--- config.mk ---
export PLATFORM = sky130hd
export DESIGN_NAME = mcu_ice
export DESIGN_NICKNAME = d
export VERILOG_FILES = /design/src/mcu_pkg.sv /design/src/mcu_ice.sv /design/src/cpu_core.sv /design/src/iram.sv /design/src/xdata_ram.sv /design/src/code_rom.sv
export SDC_FILE = /design/constraint.sdc
export NUM_CORES = 2
export LEC_CHECK = 0
export BUFFER_PORTS_ARGS = -buffer_cell sky130_fd_sc_hd__buf_2
export CORE_UTILIZATION = 45
export DETAILED_ROUTE_END_ITERATION = 16
export HOLD_SLACK_MARGIN = 0.02
export SYNTH_ARGS = -nofsm -noshare
export SYNTH_HDL_FRONTEND = slang
export SYNTH_HIERARCHICAL = 1
export SYNTH_SLANG_ARGS = --single-unit
export TNS_END_PERCENT = 20
--- constraint.sdc ---
create_clock -name i_clk -period 13 [get_ports i_clk]
set_clock_uncertainty 0.2 [all_clocks]
set_input_delay 0.65 -clock i_clk [delete_from_list [all_inputs] [get_ports i_clk]]
set_output_delay 0.65 -clock i_clk [all_outputs]
set_load 0.005 [all_outputs]
--- src/mcu_pkg.sv ---
package mcu_pkg;

   ////////////////////////////////////////
   // Memory sizes

   localparam int CODE_BYTES  = 64;
   localparam int CODE_AW     = 6;
   localparam int XDATA_BYTES = 16;
   localparam int XDATA_AW    = 4;
   localparam int IRAM_BYTES  = 128;
   localparam int IRAM_AW     = 7;

   // First byte of the bit-addressable area
   localparam logic [7:0] BIT_AREA_BASE = 8'h20;

   ////////////////////////////////////////
   // Opcodes of the supported subset

   localparam logic [7:0] OP_NOP       = 8'h00;
   localparam logic [7:0] OP_INC_A     = 8'h04;
   localparam logic [7:0] OP_MOV_DPTR  = 8'h90;
   localparam logic [7:0] OP_MOVX_WR   = 8'hF0;
   localparam logic [7:0] OP_MOVX_RD   = 8'hE0;
   localparam logic [7:0] OP_MOV_DIR_A = 8'hF5;
   localparam logic [7:0] OP_MOV_A_DIR = 8'hE5;
   localparam logic [7:0] OP_SETB      = 8'hD2;
   localparam logic [7:0] OP_CLR       = 8'hC2;
   localparam logic [7:0] OP_SJMP      = 8'h80;

   ////////////////////////////////////////
   // Bus types

   typedef struct packed {
      logic        stb;
      logic [15:0] addr;
   } code_req_t;

   // Four code bytes, lowest address in the low byte
   typedef struct packed {
      logic        ack;
      logic [31:0] data;
   } code_rsp_t;

   typedef struct packed {
      logic        stb;
      logic        we;
      logic [15:0] addr;
      logic [7:0]  wdata;
   } xdata_req_t;

   typedef struct packed {
      logic       ack;
      logic [7:0] rdata;
   } xdata_rsp_t;

   // Operand byte of SETB/CLR, seen raw or as area/byte/bit fields
   typedef union packed {
      logic [7:0] raw;
      struct packed {
         logic       area;
         logic [3:0] byte_idx;
         logic [2:0] bit_idx;
      } bits;
   } bit_addr_u;

   typedef struct packed {
      logic               we;
      logic [CODE_AW-1:0] addr;
      logic [7:0]         data;
   } prog_wr_t;

endpackage
--- src/mcu_ice.sv ---
`timescale 1ns/10ps

module mcu_ice (
   input  logic       i_clk,
   input  logic       i_nrst,
   input  logic       i_run,
   input  logic       i_prog_we,
   input  logic [5:0] i_prog_addr,
   input  logic [7:0] i_prog_data,
   output logic [4:0] o_led
);

   import mcu_pkg::*;

   prog_wr_t   prog;
   code_req_t  code_req;
   code_rsp_t  code_rsp;
   xdata_req_t xdata_req;
   xdata_rsp_t xdata_rsp;

   // Program load port
   assign prog.we   = i_prog_we;
   assign prog.addr = i_prog_addr;
   assign prog.data = i_prog_data;

   cpu_core u_cpu_core (
      .i_clk       (i_clk),
      .i_nrst      (i_nrst),
      .i_run       (i_run),
      .o_code_req  (code_req),
      .i_code_rsp  (code_rsp),
      .o_xdata_req (xdata_req),
      .i_xdata_rsp (xdata_rsp)
   );

   code_rom u_code_rom (
      .i_clk  (i_clk),
      .i_nrst (i_nrst),
      .i_prog (prog),
      .i_req  (code_req),
      .o_rsp  (code_rsp)
   );

   xdata_ram u_xdata_ram (
      .i_clk  (i_clk),
      .i_nrst (i_nrst),
      .i_req  (xdata_req),
      .o_rsp  (xdata_rsp),
      .o_led  (o_led)
   );

endmodule

--- src/cpu_core.sv ---
`timescale 1ns/10ps

module cpu_core (
   input  logic                i_clk,
   input  logic                i_nrst,
   input  logic                i_run,
   output mcu_pkg::code_req_t  o_code_req,
   input  mcu_pkg::code_rsp_t  i_code_rsp,
   output mcu_pkg::xdata_req_t o_xdata_req,
   input  mcu_pkg::xdata_rsp_t i_xdata_rsp
);

   import mcu_pkg::*;

   typedef enum logic [1:0] {
      IDLE,
      FETCH,
      EXEC,
      XWAIT
   } state_t;

   state_t      state_q;
   logic [15:0] pc_q;
   logic [7:0]  acc_q;
   logic [15:0] dptr_q;
   logic        code_stb_q;
   logic        xd_stb_q;
   logic [31:0] win_q;

   logic [7:0]  op;
   logic [7:0]  opr1;
   logic [7:0]  opr2;
   logic [15:0] rel_ext;
   logic [15:0] next_pc;
   logic        is_movx;
   logic        exec_go;

   logic [7:0]  iram_rd_data;
   logic        iram_wr;
   logic        iram_bit_wr;
   bit_addr_u   bit_addr;

   ////////////////////////////////////////
   // Decode from the fetched window

   assign op   = win_q[7:0];
   assign opr1 = win_q[15:8];
   assign opr2 = win_q[23:16];

   // SJMP offset, sign extended
   assign rel_ext = {{8{opr1[7]}}, opr1};

   assign is_movx = (op == OP_MOVX_WR) || (op == OP_MOVX_RD);
   assign exec_go = (state_q == EXEC) && i_run;

   // Address of the next instruction
   always_comb begin
      case (op)
         OP_MOV_DPTR: begin
            next_pc = pc_q + 16'd3;
         end
         OP_MOV_DIR_A, OP_MOV_A_DIR, OP_SETB, OP_CLR: begin
            next_pc = pc_q + 16'd2;
         end
         OP_SJMP: begin
            next_pc = pc_q + 16'd2 + rel_ext;
         end
         default: begin
            // One-byte opcodes, unknown ones included
            next_pc = pc_q + 16'd1;
         end
      endcase
   end

   ////////////////////////////////////////
   // State machine

   always_ff @(posedge i_clk or negedge i_nrst) begin
      if (!i_nrst) begin
         state_q    <= IDLE;
         pc_q       <= 16'h0000;
         acc_q      <= 8'h00;
         dptr_q     <= 16'h0000;
         code_stb_q <= 1'b0;
         xd_stb_q   <= 1'b0;
      end else if (!i_run) begin
         // Held at the reset vector until run
         state_q    <= IDLE;
         pc_q       <= 16'h0000;
         acc_q      <= 8'h00;
         dptr_q     <= 16'h0000;
         code_stb_q <= 1'b0;
         xd_stb_q   <= 1'b0;
      end else begin
         case (state_q)
            IDLE: begin
               code_stb_q <= 1'b1;
               state_q    <= FETCH;
            end
            FETCH: begin
               if (i_code_rsp.ack) begin
                  code_stb_q <= 1'b0;
                  state_q    <= EXEC;
               end
            end
            EXEC: begin
               case (op)
                  OP_INC_A:     acc_q  <= acc_q + 8'd1;
                  OP_MOV_DPTR:  dptr_q <= {opr1, opr2};
                  OP_MOV_A_DIR: acc_q  <= iram_rd_data;
                  default:      acc_q  <= acc_q;
               endcase
               if (is_movx) begin
                  xd_stb_q <= 1'b1;
                  state_q  <= XWAIT;
               end else begin
                  pc_q       <= next_pc;
                  code_stb_q <= 1'b1;
                  state_q    <= FETCH;
               end
            end
            XWAIT: begin
               if (i_xdata_rsp.ack) begin
                  if (op == OP_MOVX_RD) begin
                     acc_q <= i_xdata_rsp.rdata;
                  end
                  xd_stb_q   <= 1'b0;
                  pc_q       <= pc_q + 16'd1;
                  code_stb_q <= 1'b1;
                  state_q    <= FETCH;
               end
            end
            default: begin
               state_q <= IDLE;
            end
         endcase
      end
   end

   // Instruction window
   always_ff @(posedge i_clk) begin
      if (state_q == FETCH && i_code_rsp.ack) begin
         win_q <= i_code_rsp.data;
      end
   end

   ////////////////////////////////////////
   // Bus requests

   // Withdrawn as soon as run drops
   assign o_code_req.stb = code_stb_q & i_run;
   assign o_code_req.addr = pc_q;

   assign o_xdata_req.stb   = xd_stb_q & i_run;
   assign o_xdata_req.we    = xd_stb_q & (op == OP_MOVX_WR);
   assign o_xdata_req.addr  = dptr_q;
   assign o_xdata_req.wdata = acc_q;

   ////////////////////////////////////////
   // Internal RAM

   assign iram_wr       = exec_go && (op == OP_MOV_DIR_A);
   assign iram_bit_wr   = exec_go && ((op == OP_SETB) || (op == OP_CLR));
   assign bit_addr.raw  = opr1;

   iram u_iram (
      .i_clk      (i_clk),
      .i_nrst     (i_nrst),
      .i_rd_addr  (opr1),
      .o_rd_data  (iram_rd_data),
      .i_wr       (iram_wr),
      .i_wr_addr  (opr1),
      .i_wr_data  (acc_q),
      .i_bit_addr (bit_addr),
      .i_bit_wr   (iram_bit_wr),
      .i_bit_val  (op == OP_SETB)
   );

endmodule

--- src/iram.sv ---
`timescale 1ns/10ps

module iram (
   input  logic               i_clk,
   input  logic               i_nrst,
   input  logic [7:0]         i_rd_addr,
   output logic [7:0]         o_rd_data,
   input  logic               i_wr,
   input  logic [7:0]         i_wr_addr,
   input  logic [7:0]         i_wr_data,
   input  mcu_pkg::bit_addr_u i_bit_addr,
   input  logic               i_bit_wr,
   input  logic               i_bit_val
);

   import mcu_pkg::*;

   logic [7:0]         mem [0:IRAM_BYTES-1];
   logic [IRAM_AW-1:0] rd_idx;
   logic [IRAM_AW-1:0] wr_idx;
   logic [IRAM_AW-1:0] bit_byte;
   logic [2:0]         bit_pos;
   logic               bit_in_ram;

   assign rd_idx = i_rd_addr[IRAM_AW-1:0];
   assign wr_idx = i_wr_addr[IRAM_AW-1:0];

   // Upper half is SFR space, which is not present
   assign o_rd_data = i_rd_addr[7] ? 8'h00 : mem[rd_idx];

   ////////////////////////////////////////
   // Bit address decode

   // Bit view: bytes 0x20..0x2F, one bit each
   assign bit_byte   = BIT_AREA_BASE[IRAM_AW-1:0] + IRAM_AW'(i_bit_addr.bits.byte_idx);
   assign bit_pos    = i_bit_addr.bits.bit_idx;
   // Area flag set means an SFR bit, ignored here
   assign bit_in_ram = !i_bit_addr.bits.area;

   ////////////////////////////////////////
   // Write port

   always_ff @(posedge i_clk or negedge i_nrst) begin
      if (!i_nrst) begin
         for (int i = 0; i < IRAM_BYTES; i++) begin
            mem[i] <= 8'h00;
         end
      end else if (i_wr) begin
         // Byte writes win over bit writes
         if (!i_wr_addr[7]) begin
            mem[wr_idx] <= i_wr_data;
         end
      end else if (i_bit_wr && bit_in_ram) begin
         // Read-modify-write of one bit in the target byte
         mem[bit_byte][bit_pos] <= i_bit_val;
      end
   end

endmodule

--- src/xdata_ram.sv ---
`timescale 1ns/10ps

module xdata_ram (
   input  logic                i_clk,
   input  logic                i_nrst,
   input  mcu_pkg::xdata_req_t i_req,
   output mcu_pkg::xdata_rsp_t o_rsp,
   output logic [4:0]          o_led
);

   import mcu_pkg::*;

   logic [7:0]          mem [0:XDATA_BYTES-1];
   logic [XDATA_AW-1:0] idx;
   logic                ack_q;
   logic [7:0]          rdata_q;

   // Only the low address bits decode, upper ones alias
   assign idx = i_req.addr[XDATA_AW-1:0];

   // Byte 0 feeds the LEDs, so it must come up zero
   always_ff @(posedge i_clk or negedge i_nrst) begin
      if (!i_nrst) begin
         for (int i = 0; i < XDATA_BYTES; i++) begin
            mem[i] <= 8'h00;
         end
      end else if (i_req.stb && i_req.we) begin
         mem[idx] <= i_req.wdata;
      end
   end

   // Read data is zero outside an acknowledged read
   always_ff @(posedge i_clk or negedge i_nrst) begin
      if (!i_nrst) begin
         ack_q   <= 1'b0;
         rdata_q <= 8'h00;
      end else begin
         ack_q <= i_req.stb;
         if (i_req.stb && !i_req.we) begin
            rdata_q <= mem[idx];
         end else begin
            rdata_q <= 8'h00;
         end
      end
   end

   assign o_rsp.ack   = ack_q;
   assign o_rsp.rdata = rdata_q;

   // LED bank
   assign o_led = mem[0][4:0];

endmodule

--- src/code_rom.sv ---
`timescale 1ns/10ps

module code_rom (
   input  logic               i_clk,
   input  logic               i_nrst,
   input  mcu_pkg::prog_wr_t  i_prog,
   input  mcu_pkg::code_req_t i_req,
   output mcu_pkg::code_rsp_t o_rsp
);

   import mcu_pkg::*;

   logic [7:0]         mem [0:CODE_BYTES-1];
   logic [CODE_AW-1:0] addr0;
   logic [CODE_AW-1:0] addr1;
   logic [CODE_AW-1:0] addr2;
   logic [CODE_AW-1:0] addr3;
   logic               ack_q;
   logic [31:0]        data_q;

   // Window addresses wrap around the end of the ROM
   assign addr0 = i_req.addr[CODE_AW-1:0];
   assign addr1 = addr0 + CODE_AW'(1);
   assign addr2 = addr0 + CODE_AW'(2);
   assign addr3 = addr0 + CODE_AW'(3);

   // Byte load port, empty ROM reads as NOP
   always_ff @(posedge i_clk or negedge i_nrst) begin
      if (!i_nrst) begin
         for (int i = 0; i < CODE_BYTES; i++) begin
            mem[i] <= OP_NOP;
         end
      end else if (i_prog.we) begin
         mem[i_prog.addr] <= i_prog.data;
      end
   end

   // Acknowledge follows the strobe by one cycle
   always_ff @(posedge i_clk or negedge i_nrst) begin
      if (!i_nrst) begin
         ack_q <= 1'b0;
      end else begin
         ack_q <= i_req.stb;
      end
   end

   always_ff @(posedge i_clk) begin
      if (i_req.stb) begin
         data_q <= {mem[addr3], mem[addr2], mem[addr1], mem[addr0]};
      end
   end

   assign o_rsp.ack  = ack_q;
   assign o_rsp.data = data_q;

endmodule

## After elaboration in Yosys (flattened, before gate mapping)

Cells that the tools add are included.

- Flip-flop bits (word level): 1746
- Input port bits: 18
- Logic and storage cells: 359

- Add/sub/neg operators: 8
- Magnitude comparators: 13
- Eq/ne operators: 22
- Mux-type cells: 61
- Bitwise logic cells: 10
- Reduce and logical (&&, ||, !) cells: 26

Operators by type and width:

| cell | count |
|---|---|
| 1024-bit 2-to-1 mux | 3 |
| 1024-bit bitwise mux | 2 |
| 512-bit bitwise mux | 1 |
| 8-bit binary-select mux with 6-bit select | 3 |
| 8-bit 2-to-1 mux | 17 |
| 128-bit bitwise mux | 1 |
| 8-bit demux with 7-bit select | 2 |
| 8-bit == test, second input constant | 8 |
| 8-bit binary-select mux with 7-bit select | 1 |
| 8-bit demux with 6-bit select | 1 |
| 16-bit 2-to-1 mux | 3 |
| 16-bit case mux with 3 select lines | 1 |
| 16-bit by 2-bit adder with 16-bit output, second input constant | 2 |
| 8-bit binary-select mux with 4-bit select | 1 |
| 8-bit demux with 4-bit select | 1 |
| 16-bit case mux with 2 select lines | 1 |
| 8-bit case mux with 2 select lines | 2 |
| 7-bit >= comparator, second input constant | 4 |
| 6-bit NOT with 7-bit output | 4 |
| 4-bit 2-to-1 mux | 5 |
| 16-bit by 1-bit adder with 16-bit output, second input constant | 1 |
| 16-bit adder | 1 |
| 8-bit >= comparator, second input constant | 2 |
| 8-bit by 1-bit less-than comparator with 1-bit output, second input constant | 2 |
| 36 further kinds | 71 |

## Longest topological paths before layout

- Depth in word-level cells: 9
- Mapped depth: 16
- Gate-level depth less buffers: 10

## Modules after synthesis

Netlist, hierarchy kept.

Modules (own cells, without submodules):

| module | instances | cells an instance | area each (µm²) | sequential area each (µm²) |
|---|---|---|---|---|
| iram | 1 | 4429 | 47708.3 | 25624.6 |
| code_rom | 1 | 2708 | 37305.8 | 13798.2 |
| xdata_ram | 1 | 437 | 6288.5 | 3428.3 |
| cpu_core | 1 | 586 | 5008.6 | 1821.7 |

## Worst setup path before layout

OpenSTA, ideal clock, no wires.

- Path type: reg-to-reg
- Start: register u_cpu_core.pc_q[1]
- End: register u_code_rom/data_q[28] (netlist name)
- Setup time: 268 ps
- Data arrival time: 3639 ps
- Required time: 12532 ps
- Slack: 8892 ps
- Stages on the path, launching flop included: 15
- Path buffers: 8
- Cell sequence: dfrtp_1 -> buf_2 -> buf_4 -> inv_1 -> buf_2 -> buf_2 -> clkbuf_1 -> ha_1 -> buf_2 -> buf_2 -> clkbuf_1 -> mux4_2 -> mux4_2 -> a22oi_1 -> o211ai_1

RTL lines:

| what | RTL line | RTL |
|---|---|---|
| start, declared | cpu_core.sv:23 | `logic [15:0] pc_q;` |
| start signal, assigned | cpu_core.sv:117 | `pc_q <= next_pc;` |
| start signal, assigned | cpu_core.sv:128 | `pc_q <= pc_q + 16'd1;` |

## Worst setup path in the final report

- Start: register u_cpu_core.win_q[8]
- End: register u_cpu_core.acc_q[3]

- Longest elaborated chain between the ends: 8

Ends and longest elaborated chain:

| what | RTL line | RTL |
|---|---|---|
| start, declared | cpu_core.sv:28 | `logic [31:0] win_q;` |
| start signal, assigned | cpu_core.sv:143 | `win_q <= i_code_rsp.data;` |
| 7-bit NOT with 8-bit output (not written as such) | iram.sv:29 | `assign o_rd_data = i_rd_addr[7] ? 8'h00 : mem[rd_idx];` |
| 8-bit binary-select mux with 7-bit select | iram.sv:29 |  |
| 8-bit 2-to-1 mux (not written as such) (2 in series) | iram.sv:29 |  |
| 8-bit 2-to-1 mux | iram.sv:29 |  |
| net u_cpu_core.iram_rd_data[3] | cpu_core.sv:38 | `logic [7:0] iram_rd_data;` |
| 8-bit case mux with 2 select lines | cpu_core.sv:107 | `case (op)` |
| 8-bit case mux with 2 select lines | cpu_core.sv:95 | `case (state_q)` |
| 8-bit 2-to-1 mux | cpu_core.sv:86 | `end else if (!i_run) begin` |
| end signal, assigned | cpu_core.sv:108 | `OP_INC_A: acc_q <= acc_q + 8'd1;` |
| end signal, assigned | cpu_core.sv:110 | `OP_MOV_A_DIR: acc_q <= iram_rd_data;` |
| end signal, assigned | cpu_core.sv:111 | `default: acc_q <= acc_q;` |
| end, declared | cpu_core.sv:24 | `logic [7:0] acc_q;` |

The timed path passes the listed nets, and every way through them passes these cells. The select of a mux whose other input is x is not followed.
A chain may end at the register's enable or synchronous reset.

==> flow_summary.yaml <==
run_status:
  status: "finished, final reports clean"
min_path:
  hold_depth: 2
  min_path_type: "primary input to flip-flop"
  hold-path-endpoint: "u_xdata_ram/ack_q$_DFF_PN0_"
  min_from: "i_run"
sta:
  relSlewSlack_pct: 9.19
  period_share_pct: 38.4
  layout_min_cycle_time_ns: 4.99
  max_freq_ghz: 0.200
  finalHoldViolCount: 0
  finalMaxSlewViolations: 0
  tns_ns: 0
  finalWorstSetupSlack_ns: 8.01
  rsz0062_at_grt: "no"
  worstMarginPinSlew_ns: 1.36
  setup_viol: 0
routing:
  ant_nets: 0
  drt_wl_total_mm: 196
  wl_per_cell_um: 26.0
  drt_first_pass_iters: 7
  viasPerCell: 6.17
  vias: 46635
  post-route-drc-count: 0
  dr.first_iter.drc_count: 4231
cts:
  cts_setup_buffers: 0
  cts_repair_resize_count: 0
  clk_latency_ns: 0.79
  clkSinkCount: 1298
  postCtsHoldBufs: 1
  cts_buffers: 146
  cts_tree: "built"
  cts-root-buf: "clkbuf_16"
  clk_path_buf_depth: 3
  clkTransAtPathRegs_ns: 0.06
  ctsHtreeMaxLevel: 4
synth:
  synth_area_um2: 68400
  syn_area_per_cell_um2: 11.8
  synthCells: 5788
  syn-num-nets: 5826
  synth_warnings: 6
floorplanning:
  start_util_pct: 45.5
  die_width_um: 392
  die_area_um2: 154000
  dieHeight_um: 392
  coreArea_um2: 150000
  rows: 142
  pin_count: 23
layout:
  antennaDiodeCount: 0
  seq_area_um2: 32700
  final_cells: 7559
  syn2layout_area_growth_pct: 7.89
  multi_input_area_um2: 32700
  final_nets: 5467
  drive_above_1_share_pct: 27.1
  n_fill_cell: 13328
power_and_ir_drop:
  sw_frac_of_total_pct: 24.5
  power.density_nw_per_um2: 128
  pwr-share-seq_pct: 47.5
  ir_drop_mv: 0.135
  power.leakage_nw: 30.7
  power_frac_comb_pct: 8.3
  internal-power_mw: 7.14
  clockPowerShare_pct: 44.2
  finalPower_mw: 9.45
  power.net_switching_mw: 2.31
placed_design:
  hpwl_mm: 125
  port-buffer-count: 22
  gp_routability_congestion: 0.915
  pre_cts_ws_ns: 7.89
  post-place-cells: 7296
grt:
  grtUsageTotal_pct: 25.7
  grt_pass1_vias: 46384
  grt_overflow_total: 0
  grt_pass1_wl_mm: 300
  grt_max_degree: 161
  antenna_found_initial: 4
critical_path:
  cp-start-kind: "flip-flop"
  reg2reg_from: "u_cpu_core/win_q[8]$_DFFE_PP_"
  cp.arrival_ns: 5.43
  critical_path_required_ns: 13.44
  worstSetupPathType: "flip-flop to flip-flop"
  cp_max_fo: 80
  crit_path_end_kind: "flip-flop"
  r2r_cells: 12
  r2r-end: "u_cpu_core/acc_q[3]$_DFFE_PN0P_"
  r2r_slack_ns: 8.01
flow_run:
  max_cap_violations: 0
-- cells in the final DEF, fill, tap and decap left out, types with 10 or more instances in the layout --
| cell | n |
|---|---|
| nor4_1 | 10 |
| ha_1 | 17 |
| o221ai_1 | 12 |
| a22oi_1 | 57 |
| o211ai_1 | 88 |
| nand3_1 | 82 |
| clkbuf_16 | 148 |
| a31oi_1 | 37 |
| and2_1 | 22 |
| and3_1 | 21 |
| clkinv_2 | 21 |
| a211oi_1 | 30 |
| mux2_2 | 670 |
| buf_2 | 21 |
| mux2i_1 | 236 |
| nand2b_1 | 25 |
| edfxtp_1 | 40 |
| clkbuf_1 | 39 |
| nand2_1 | 812 |
| clkbuf_8 | 26 |
| o21ai_0 | 520 |
| o22ai_1 | 25 |
| inv_1 | 15 |
| xnor2_1 | 10 |
| nand4_1 | 16 |
| a21oi_1 | 152 |
| a221oi_1 | 12 |
| dfrtp_1 | 1253 |
| nor2_2 | 20 |
| nor2b_1 | 20 |
| o21a_1 | 83 |
| mux2_1 | 26 |
| a32oi_1 | 13 |
| buf_4 | 86 |
| mux4_2 | 418 |
| nor3_1 | 34 |
| nor2_1 | 229 |
-- worst max path at each step --
stage | from | endpoint | slack [ns] | depth (start not counted)
6_report | u_cpu_core/win_q[8]$_DFFE_PP_ | u_cpu_core/acc_q[3]$_DFFE_PN0P_ | 8.01 | 12
5_1_grt | u_cpu_core/win_q[8]$_DFFE_PP_ | u_cpu_core/acc_q[1]$_DFFE_PN0P_ | 7.69 | 12
4_1_cts | u_cpu_core/win_q[8]$_DFFE_PP_ | u_cpu_core/acc_q[3]$_DFFE_PN0P_ | 7.87 | 12
3_5_place_dp | u_cpu_core/win_q[8]$_DFFE_PP_ | u_cpu_core/acc_q[3]$_DFFE_PN0P_ | 7.89 | 12
3_3_place_gp | u_cpu_core/win_q[8]$_DFFE_PP_ | u_cpu_core/acc_q[1]$_DFFE_PN0P_ | 7.92 | 12
2_1_floorplan | u_cpu_core/pc_q[1]$_DFFE_PN0P_ | u_code_rom/data_q[14]$_DFFE_PP_ | 9.23 | 14
-- final cells by class --
cell class / instances / area share (%)
Multi-Input combinational cell: 3850 / 44.3
Sequential cell: 1298 / 44.3
Clock buffer: 213 / 5.70
Tap cell: 2016 / 3.42
Timing Repair Buffer: 116 / 1.25
Clock inverter: 49 / 0.904
Inverter: 17 / 0.0865
-- power groups by stage --
stage                     logic, mW  clock network (mW)  registers (mW)
after floorplan               0.556                   0            4.48
after detailed placement      0.780                   0            4.56
final                         0.782                4.18            4.49
after global placement        0.766                   0            4.54
after CTS                     0.785                4.26            4.48
after global routing          0.843                4.42            4.52
-- routing by layer --
layer,GRT usage (%),share of wire (%)
met5,0,0.022
met4,9.99,3.9
met3,5.55,7.4
met2,39.0,45
met1,36.1,43
-- per-stage QoR --
step | utilization (%) | hold slack, ns | cell area [µm²]
global route | 49.1 | 0.168 | 73800
finish | 49.1 | 0.188 | 73800
global placement | 45.8 | 0.250 | 68900
floorplan | - | 0.154 | 68400
detailed placement | 45.8 | 0.232 | 68900
CTS | 49.1 | 0.138 | 73800
-- sequential cells by signal (all words and copies together), names as in the netlist --
name                   flops
u_cpu_core/u_iram/mem    640
u_code_rom/mem           512
u_xdata_ram/mem           75
u_code_rom/data_q         20
u_cpu_core/win_q          20
u_cpu_core/pc_q            6
u_cpu_core/acc_q           5
u_xdata_ram/o_led          5
u_xdata_ram/rdata_q        5
u_cpu_core/dptr_q          4
u_cpu_core/state_q         2
u_code_rom/ack_q           1
u_cpu_core/code_stb_q      1
u_cpu_core/xd_stb_q        1
u_xdata_ram/ack_q          1
-- critical path, cell delays in order (launching register included) --
cell	delay [ns]
edfxtp_1	0.36
buf_4	0.48
buf_12	0.51
buf_4	0.62
mux4_2	0.58
a22oi_1	0.27
nand4_1	0.24
nor4_1	0.69
o211ai_1	0.27
nor2_1	0.18
a211oi_1	0.07
a21oi_1	0.20
o21ai_2	0.06
Power figures use the tool's default switching activity.
